===== config.mk =====
export PLATFORM = sky130hd
export DESIGN_NAME = gpioBank
export DESIGN_NICKNAME = d
export VERILOG_FILES = /design/src/logic/gpioPkg.sv /design/src/logic/gpioCtrlIf.sv /design/src/logic/gpioBank.sv /design/src/logic/gpioCell.sv /design/src/logic/gpioCmdDecoder.sv /design/src/logic/gpioTickGen.sv
export SDC_FILE = /design/constraint.sdc
export NUM_CORES = 1
export LEC_CHECK = 0
export ABC_AREA = 1
export BUFFER_PORTS_ARGS = -buffer_cell sky130_fd_sc_hd__buf_2
export CORE_UTILIZATION = 40
export CTS_BUF_LIST = sky130_fd_sc_hd__clkbuf_16
export DETAILED_ROUTE_END_ITERATION = 16
export GPL_TIMING_DRIVEN = 1
export SLEW_MARGIN = 25
export SYNTH_ARGS = -nofsm -noshare
export SYNTH_HDL_FRONTEND = slang
export SYNTH_HIERARCHICAL = 1
export SYNTH_SLANG_ARGS = --single-unit

===== constraint.sdc =====
create_clock -name clk -period 2.9 [get_ports clk]
set_input_delay 0.29 -clock clk [delete_from_list [all_inputs] [get_ports clk]]
set_output_delay 0.29 -clock clk [all_outputs]
set_load 0.02 [all_outputs]

===== src/logic/gpioPkg.sv =====
package gpioPkg;

    // Bank geometry
    localparam int NUM_CELLS = 8;
    localparam int ADDR_W = 3;
    localparam int DATA_W = 10;

    // Clocks per tick of the shared clock enable
    localparam int TICK_DIV = 4;
    localparam int TICK_CNT_W = $clog2(TICK_DIV);

    // Queue depth, equal to the credits the host holds after reset
    localparam int CMD_CREDITS = 4;
    localparam int QPTR_W = $clog2(CMD_CREDITS);

    // Pulse counter has one extra bit on top that flags an active pulse
    localparam int PULSE_W = DATA_W + 1;

    // Cell select
    typedef logic [ADDR_W-1:0] cellAddrT;

    // Level in bit 0, or pulse length in ticks
    typedef logic [DATA_W-1:0] cmdDataT;

    // One bit per pin
    typedef logic [NUM_CELLS-1:0] pinVecT;

    typedef enum logic [1:0] {
        OP_WRITE   = 2'd0,
        OP_RELEASE = 2'd1,
        OP_PULSE   = 2'd2,
        OP_READ    = 2'd3
    } gpioOpT;

endpackage


===== src/logic/gpioCtrlIf.sv =====
`timescale 1ns/1ps

interface gpioCtrlIf;
    import gpioPkg::*;

    // One-hot strobes per cell, only high in a tick cycle
    pinVecT  set;
    pinVecT  clear;
    pinVecT  pulseInit;

    // Data of the issued command, shared by all cells
    cmdDataT data;

    // Status back from each cell
    pinVecT  localOut;
    pinVecT  pinIn;

    modport decoder (
        output set,
        output clear,
        output pulseInit,
        output data,
        input  localOut,
        input  pinIn
    );

    modport cells (
        input  set,
        input  clear,
        input  pulseInit,
        input  data,
        output localOut,
        output pinIn
    );

endinterface


===== src/logic/gpioBank.sv =====
`timescale 1ns/1ps

module gpioBank (
    input  logic              clk,
    input  logic              reset,
    input  logic              cmdValid,
    input  gpioPkg::gpioOpT   cmdOp,
    input  gpioPkg::cellAddrT cmdAddr,
    input  gpioPkg::cmdDataT  cmdData,
    output logic              cmdCredit,
    output logic              rdValid,
    output gpioPkg::cellAddrT rdAddr,
    output logic [1:0]        rdData,
    input  gpioPkg::pinVecT   ioIn,
    output gpioPkg::pinVecT   ioOut,
    output gpioPkg::pinVecT   ioOutEn
);
    import gpioPkg::*;

    logic tick;

    gpioCtrlIf ctrlBus ();

    gpioTickGen u_tickGen (
        .clk   (clk),
        .reset (reset),
        .tick  (tick)
    );

    gpioCmdDecoder u_cmdDecoder (
        .clk       (clk),
        .reset     (reset),
        .tick      (tick),
        .cmdValid  (cmdValid),
        .cmdOp     (cmdOp),
        .cmdAddr   (cmdAddr),
        .cmdData   (cmdData),
        .cmdCredit (cmdCredit),
        .rdValid   (rdValid),
        .rdAddr    (rdAddr),
        .rdData    (rdData),
        .ctrl      (ctrlBus.decoder)
    );

    // Each cell takes its own bit of every per-cell field
    for (genvar i = 0; i < NUM_CELLS; i++) begin : gCell
        gpioCell u_cell (
            .clk       (clk),
            .reset     (reset),
            .tick      (tick),
            .set       (ctrlBus.set[i]),
            .clear     (ctrlBus.clear[i]),
            .pulseInit (ctrlBus.pulseInit[i]),
            .data      (ctrlBus.data),
            .ioIn      (ioIn[i]),
            .localOut  (ctrlBus.localOut[i]),
            .pinIn     (ctrlBus.pinIn[i]),
            .ioOut     (ioOut[i]),
            .ioOutEn   (ioOutEn[i])
        );
    end

endmodule


===== src/logic/gpioCell.sv =====
`timescale 1ns/1ps

module gpioCell (
    input  logic             clk,
    input  logic             reset,
    input  logic             tick,
    input  logic             set,
    input  logic             clear,
    input  logic             pulseInit,
    input  gpioPkg::cmdDataT data,
    input  logic             ioIn,
    output logic             localOut,
    output logic             pinIn,
    output logic             ioOut,
    output logic             ioOutEn
);
    import gpioPkg::*;

    logic [PULSE_W-1:0] pulseCnt;
    logic               pulseActive;
    logic               pulseLast;
    logic               level;
    logic               enable;

    assign pulseActive = pulseCnt[PULSE_W-1];
    assign pulseLast   = (pulseCnt[DATA_W-1:0] == DATA_W'(1));

    // Input sampler
    always_ff @(posedge clk) begin
        if (reset) begin
            pinIn <= 1'b0;
        end else if (tick) begin
            pinIn <= ioIn;
        end
    end

    // Pulse counter, a new pulse restarts the count
    always_ff @(posedge clk) begin
        if (reset) begin
            pulseCnt <= '0;
        end else if (tick) begin
            if (pulseInit) begin
                pulseCnt <= {1'b1, data};
            end else if (pulseActive) begin
                // Flag drops together with the final decrement
                pulseCnt <= {!pulseLast, pulseCnt[DATA_W-1:0] - 1'b1};
            end
        end
    end

    // Stored level and enable
    always_ff @(posedge clk) begin
        if (reset) begin
            level  <= 1'b0;
            enable <= 1'b0;
        end else if (tick) begin
            if (set) begin
                level  <= data[0];
                enable <= 1'b1;
            end else if (clear) begin
                level  <= 1'b0;
                enable <= 1'b0;
            end
        end
    end

    // A running pulse inverts the stored level
    assign localOut = level ^ pulseActive;

    // Pin outputs lag the internal state by one tick
    always_ff @(posedge clk) begin
        if (reset) begin
            ioOut   <= 1'b0;
            ioOutEn <= 1'b0;
        end else if (tick) begin
            ioOut   <= localOut;
            ioOutEn <= enable | pulseActive;
        end
    end

    a_setClearExclusive : assert property (
        @(posedge clk) disable iff (reset)
        !(set && clear)
    );

endmodule


===== src/logic/gpioCmdDecoder.sv =====
`timescale 1ns/1ps

module gpioCmdDecoder (
    input  logic              clk,
    input  logic              reset,
    input  logic              tick,
    input  logic              cmdValid,
    input  gpioPkg::gpioOpT   cmdOp,
    input  gpioPkg::cellAddrT cmdAddr,
    input  gpioPkg::cmdDataT  cmdData,
    output logic              cmdCredit,
    output logic              rdValid,
    output gpioPkg::cellAddrT rdAddr,
    output logic [1:0]        rdData,
    gpioCtrlIf.decoder        ctrl
);
    import gpioPkg::*;

    // Queue storage
    gpioOpT            opQ   [CMD_CREDITS];
    cellAddrT          addrQ [CMD_CREDITS];
    cmdDataT           dataQ [CMD_CREDITS];

    logic [QPTR_W-1:0] wrPtr;
    logic [QPTR_W-1:0] rdPtr;
    logic [QPTR_W:0]   count;
    logic              full;
    logic              empty;
    logic              push;
    logic              pop;
    gpioOpT            headOp;
    cellAddrT          headAddr;

    assign full  = (count == (QPTR_W + 1)'(CMD_CREDITS));
    assign empty = (count == '0);

    // Host only pushes with a credit in hand, so no full check here
    assign push = cmdValid;
    assign pop  = tick && !empty;

    always_ff @(posedge clk) begin
        if (push) begin
            opQ[wrPtr]   <= cmdOp;
            addrQ[wrPtr] <= cmdAddr;
            dataQ[wrPtr] <= cmdData;
        end
    end

    always_ff @(posedge clk) begin
        if (reset) begin
            wrPtr <= '0;
            rdPtr <= '0;
            count <= '0;
        end else begin
            if (push) begin
                wrPtr <= (wrPtr == QPTR_W'(CMD_CREDITS - 1)) ? '0 : wrPtr + 1'b1;
            end
            if (pop) begin
                rdPtr <= (rdPtr == QPTR_W'(CMD_CREDITS - 1)) ? '0 : rdPtr + 1'b1;
            end
            case ({push, pop})
                2'b10:   count <= count + 1'b1;
                2'b01:   count <= count - 1'b1;
                default: count <= count;
            endcase
        end
    end

    assign headOp   = opQ[rdPtr];
    assign headAddr = addrQ[rdPtr];

    // Credit goes back in the cycle the head leaves the queue
    assign cmdCredit = pop;

    // Issue: one strobe for the addressed cell
    always_comb begin
        ctrl.set       = '0;
        ctrl.clear     = '0;
        ctrl.pulseInit = '0;
        if (pop) begin
            case (headOp)
                OP_WRITE:   ctrl.set[headAddr] = 1'b1;
                OP_RELEASE: ctrl.clear[headAddr] = 1'b1;
                OP_PULSE:   ctrl.pulseInit[headAddr] = 1'b1;
                default:    ;
            endcase
        end
    end

    assign ctrl.data = dataQ[rdPtr];

    // Read response uses cell status as of the previous tick
    assign rdValid = pop && (headOp == OP_READ);
    assign rdAddr  = headAddr;
    assign rdData  = {ctrl.localOut[headAddr], ctrl.pinIn[headAddr]};

    // Host must respect its credits
    a_noPushWhenFull : assert property (
        @(posedge clk) disable iff (reset)
        cmdValid |-> !full
    );

    // Only one kind of strobe reaches the cells, and only on a tick
    a_oneStrobeClass : assert property (
        @(posedge clk) disable iff (reset)
        $onehot0({|ctrl.set, |ctrl.clear, |ctrl.pulseInit}) &&
        ((|{ctrl.set, ctrl.clear, ctrl.pulseInit}) -> tick)
    );

endmodule


===== src/logic/gpioTickGen.sv =====
`timescale 1ns/1ps

module gpioTickGen (
    input  logic clk,
    input  logic reset,
    output logic tick
);
    import gpioPkg::*;

    logic [TICK_CNT_W-1:0] divCnt;
    logic                  lastCount;

    assign lastCount = (divCnt == TICK_CNT_W'(TICK_DIV - 1));

    // Free-running modulo counter
    always_ff @(posedge clk) begin
        if (reset) begin
            divCnt <= '0;
        end else if (lastCount) begin
            divCnt <= '0;
        end else begin
            divCnt <= divCnt + 1'b1;
        end
    end

    // Tick on the wrap count, so it stays low right after reset
    assign tick = lastCount;

endmodule


; ---- Yosys cells after proc, flatten, opt, wreduce, memory -nomap -nowiden
; Memories as Yosys holds them, arrays and structs flattened. A register that Yosys moved wholly into a read port is not among the register bits.
; Cells that the tools add are included.
[word_totals]
reg_bits = 137
latch_bits = 0
mem_bits_rw = 60
rom_bits = 0
input_bits = 26
elab_cells = 221
memories = 3
[classes]
addsub = 13
mul = 0
n_div = 0
magnitude_cmp = 2
eq_ne = 16
n_shift = 0
muxes = 63
bitwise_logic = 16
n_reduce_logical = 48
[memory_table]
columns = name, depth, word_bits, read_ports, rd_ports_with_merged_regs, wr, line_no
row1 = u_cmdDecoder.dataQ, 4, 10, 1, 1, 1, gpioCmdDecoder.sv:22  ; cmdDataT dataQ [CMD_CREDITS];
row2 = u_cmdDecoder.addrQ, 4, 3, 1, 1, 1, gpioCmdDecoder.sv:21  ; cellAddrT addrQ [CMD_CREDITS];
row3 = u_cmdDecoder.opQ, 4, 2, 1, 1, 1, gpioCmdDecoder.sv:20  ; gpioOpT opQ [CMD_CREDITS];
[op_table]
columns = cell, count
row1 = $mux W11, 16
row2 = $eq A10 B1 Y1 const B, 8
row3 = $sub A10 B1 Y10 const B, 8
row4 = $mux W8, 6
row5 = $reduce_bool A2 Y1, 17
row6 = $reduce_and A2 Y1, 16
row7 = $mux W1, 29
row8 = $mux W2, 8
row9 = $eq A2 B2 Y1 const B, 6
row10 = $logic_not A1 Y1, 9
row11 = $or A1 B1 Y1, 8
row12 = $xor A1 B1 Y1, 8
row13 = $add A2 B1 Y2 const B, 3
row14 = $bmux W1 S3, 2
row15 = $pmux W3 S2, 1
row16 = $eq A2 B1 Y1 const B, 2
row17 = $lt A3 B4 Y1 const B, 1
row18 = $add A3 B1 Y3 const B, 1
row19 = $demux W1 S3, 1
row20 = $ge A3 B1 Y1 const B, 1
row21 = $logic_and A1 B1 Y1, 3
row22 = $logic_not A3 Y1, 1
row23 = $sub A3 B1 Y3 const B, 1
row24 = $logic_not A2 Y1, 1
row25 = $reduce_or A2 Y1, 1

; ---- Logic depth before layout (Yosys ltp)
[logic_depth]
word_depth = 8
ltp_mapped = 15
mapped_depth_nobuf = 14

; ---- Hierarchy
; Netlist, hierarchy kept.
[modules_own_cells]
columns = module, instances, cells_per_inst, area_per_inst_um2
row1 = gpioCell at gCell[0].u_cell ..., 7, 135, 904.6
row2 = gpioCmdDecoder, 1, 297, 3171.8
row3 = gpioCell at gCell[2].u_cell, 1, 135, 910.9
row4 = gpioTickGen, 1, 9, 75.1

; ---- Worst setup path before layout
; Ideal clock, no wire load.
[synth_timing]
path_type = reg-to-reg
start = register u_tickGen.divCnt[0]
end = register u_cmdDecoder.count[2]
setup_ns = 0.058
arrival_time_ns = 2.326
required_time_ns = 2.842
slack_ns = 0.516
path_stages_with_launch = 11
path_buffers = 0
synth_period_minus_slack_ns = 2.384
path_cell_list = dfxtp_1 > ha_1 > o31ai_1 > inv_1 > ha_1 > inv_1 > fa_1 > a21oi_1 > o21ai_0 > a21oi_1 > o21a_1
[synth_via]
elab_chain_len = 4
elab_cells_between_ends = 6
classes_between = 3 x eq/ne / 1 x mux / 2 x reduce/logical
[synth_rtl]
columns = item, line_no
row1 = "start, declared", gpioTickGen.sv:10  ; logic [TICK_CNT_W-1:0] divCnt;
row2 = "start signal, assigned", gpioTickGen.sv:22  ; divCnt <= divCnt + 1'b1;
row3 = $eq A2 B2 Y1 *, gpioTickGen.sv:13  ; assign lastCount = (divCnt == TICK_CNT_W'(TICK_DIV - 1));
row4 = named net tick, gpioBank.sv:20  ; logic tick;
row5 = $logic_and A1 B1 Y1 *, gpioCmdDecoder.sv:39  ; assign pop = tick && !empty;
row6 = named net cmdCredit, gpioBank.sv:10  ; output logic cmdCredit,
row7 = $eq A2 B1 Y1 or $eq A2 B2 Y1 (tied branches), gpioCmdDecoder.sv:61  ; case ({push, pop})
row8 = $pmux W3 S2 or $reduce_bool A2 Y1 (tied branches), n/a
row9 = "end signal, assigned", gpioCmdDecoder.sv:62  ; 2'b10: count <= count + 1'b1;
row10 = "end signal, assigned", gpioCmdDecoder.sv:63  ; 2'b01: count <= count - 1'b1;
row11 = "end signal, assigned", gpioCmdDecoder.sv:64  ; default: count <= count;
row12 = "end, declared", gpioCmdDecoder.sv:26  ; logic [QPTR_W:0] count;
; The timed path passes the listed nets; every way through them passes the cells marked *.
; A chain may end at the register's enable or synchronous reset.

==> run summary <==
DRT iter0 DRCs = 656
ANT nets after route = 0
PortBufs = 48
Sw Pwr = 1.70 mW
Synth top area cells = dfxtp_1 27%, edfxtp_1 17%, nand2_1 9.8%, a21oi_1 8.7%, o21ai_0 7.9%
Part of the Yosys area used for sequential elements = 43.7%
Period utilization = 87.4%
Clock-pin slew on the worst setup and hold paths = 0.09 ns
RSZ-0062 raised after global routing = no
Hold Crit Class = in -> reg
CP startpoint kind = flop
Final HPWL from detailed placement = 18500 um
CP most frequent cell = nand2_1
Final Max Tran Viols = 0
Avg Cell Area, Syn = 7.57 um2
Setup TNS = 0 ns
Vias in the first global route = 8667
Commonest non-fill, non-tap cell in the layout = nand2_1
Post-synth top area cell = dfxtp_1
Worst Path Max Fanout = 28
CTS resizes = 0
Commonest cells after routing, fill and taps aside = 274 x nand2_1, 182 x a21oi_1, 165 x o21ai_0
Clk sinks = 199
Share of cells above drive strength 1 = 13.2%
CTS root buffer = clkbuf_16
Kind of critical path = reg -> out
Synth warn = 6
Lkg Pwr = 4.94 nW
Status = completed
Slowest stage delay, CP = 0.39 ns
Setup violators final = 0
Clk network pwr share = 43.6%
Vias = 9232
Max Cap Viol = 0
Global-route layer with the greatest usage = met2
Global route overflow = 0
Final hold slack = 0.0475 ns
Slowest library cell on the worst path = dfxtp_1
Combinational power share = 6.9%
Core area = 25500 um2
Clock buffer count from CTS = 17
Largest net degree at the start of global routing = 82
Measured slew at the worst slew-check pin = 0.915 ns
Setup WS pre-CTS = 0.489 ns
Final nets = 1488
Final Hold Viols = 0
Post-layout util = 45.9%
Clock H-tree levels = 4
Fmax = 0.394 GHz
Clock latency on the worst-skew pair = 0.45 ns
Seq pwr share = 49.5%
Count of unique library cells instantiated by Yosys = 36
Critical path capture point type = output port
Initial antenna violation count = 1
Post-DP Area = 11000 um2
Yosys reg bits = 199
Req. time, crit path = 2.61 ns
Die X = 164 um
Setup slack after layout = 0.364 ns
All-layer global routing usage = 21.2%
Post-Syn Nets = 1436
Tot Pwr = 5.96 mW
Pre-Repair DR Iteration Count = 5
CP bufs+invs = 2
DRT Wirelength = 27300 um
Power per standard cell area = 510 nW/um2
# IOs = 49
Max IR drop VDD = 0.338 mV
Cells after synthesis = 1386
Power Internal = 4.27 mW
GP Congestion = 0.867
Rows = 58
Max clock buf depth = 2
Cell Chain, Critical Path = buf_4 > nand2_1 > nand3_4 > nand2_4 > nand2_1 > nand2_1 > nand2_1 > nand2_1 > nand2_1 > nand2_1 > buf_2
Initial core utilization = 41.2%
Setup bufs post-CTS = 0
Minimum clock period = 2.54 ns
Die Area = 26900 um2
Setup Skew = 0.0199 ns
Mapped Area = 10500 um2
Area grow syn2layout = 11.5%
Sw frac = 28.4%
DRC Markers = 0
Post-route cell area = 11700 um2
CTS tree = yes
Placed cells = 1749
Slew headroom = 39.0%
Routed len/inst = 15.3 um
Grt met3 use = 4.09%
First-pass GRT wire length = 44100 um
Hold-fix buffers, CTS = 0
CP delay by family, top = simple AND/OR/NAND/NOR gates
Die Y = 164 um
Arr. time, crit path = 2.25 ns
Layout Cells excl Fill = 1782
GR Layer Usage met1 = 27.9%
Post-synth top area share = 26.5%
Vias per cell = 5.18
GRT met2 Usage = 34.7%
Yosys cell counts (all sizes together):
master,number
nor3,2
nor2,149
clkbuf,6
fa,1
o22ai,10
o21ai,166
buf,36
xor2,8
inv,159
dfxtp,139
a211oi,10
edfxtp,60
nand4,10
o211ai,1
a21o,8
ha,23
nand3,108
o21a,1
a21oi,182
o31ai,1
nand2,306
cell families (layout without fill, tap and decap cells):
group                    count (synthesis)  after routing  synth area share, %
other                                    0              1                    0
adder cells (fa/ha/maj)                 24             24                 2.93
buffers and inverters                  201            266                 8.77
AO/OA/AOI/OAI                          379            379                 19.1
flip-flops                             199            199                 43.7
AND/OR/NAND/NOR                        575            575                 24.8
XOR/XNOR                                 8              8                0.668
registers in the layout, summed over array words and instances, names as in the netlist, named ones only:
name,count
gCell.u_cell/pulseCnt,88
u_cmdDecoder/dataQ,40
u_cmdDecoder/addrQ,12
gCell.u_cell/enable,8
gCell.u_cell/ioOut,8
gCell.u_cell/ioOutEn,8
gCell.u_cell/level,8
gCell.u_cell/pinIn,8
u_cmdDecoder/opQ,8
u_cmdDecoder/count,3
u_cmdDecoder/rdPtr,2
u_cmdDecoder/wrPtr,2
u_tickGen/divCnt,2
path summary, 6_finish.rpt:
path / startpoint / slack [ns] / depth (start not counted) / endpoint
max reg2reg: flop / 0.43 / 12 / gCell[0].u_cell/pulseCnt[2]
max: flop / 0.36 / 11 / rdData[1]
min: cmdData[2] / 0.05 / 1 / u_cmdDecoder/dataQ[0][2]
min reg2reg: gCell[2].u_cell/enable / 0.47 / 2 / gCell[2].u_cell/enable
worst reg2reg max path: cells and delay by family (launching register included):
family | cells | cell delay (ns)
compound gates | 2 | 0.22
flops | 1 | 0.35
buf+inv | 3 | 0.58
simple gates | 7 | 1.22
layer usage:
layer | wire, um | vias up
li1 | - | 4723
met3 | 1300 | 36
met5 | 0 | -
met4 | 588 | 0
met1 | 12900 | 4286
met2 | 12600 | 187
layout make-up:
| class | instances | area (um2) |
|---|---|---|
| fill | 2544 | 13800 |
| multi-input combinational | 986 | 5000 |
| sequential | 199 | 4580 |
| inverter | 159 | 602 |
| timing repair buffer | 75 | 443 |
| clock buffer | 17 | 425 |
| tap | 330 | 413 |
| clock inverter | 15 | 225 |
| antenna | 1 | 2.50 |
power groups by stage:
| stage | Sequential (mW) | Clock, mW | Combinational (mW) |
|---|---|---|---|
| floorplan | 3.02 | 0 | 0.229 |
| global placement | 3.02 | 0 | 0.409 |
| detailed placement | 3.02 | 0 | 0.410 |
| CTS | 2.95 | 2.65 | 0.412 |
| global route | 2.96 | 2.76 | 0.449 |
| finish | 2.95 | 2.60 | 0.410 |
Note: power is estimated with default switching activity, not from simulation.
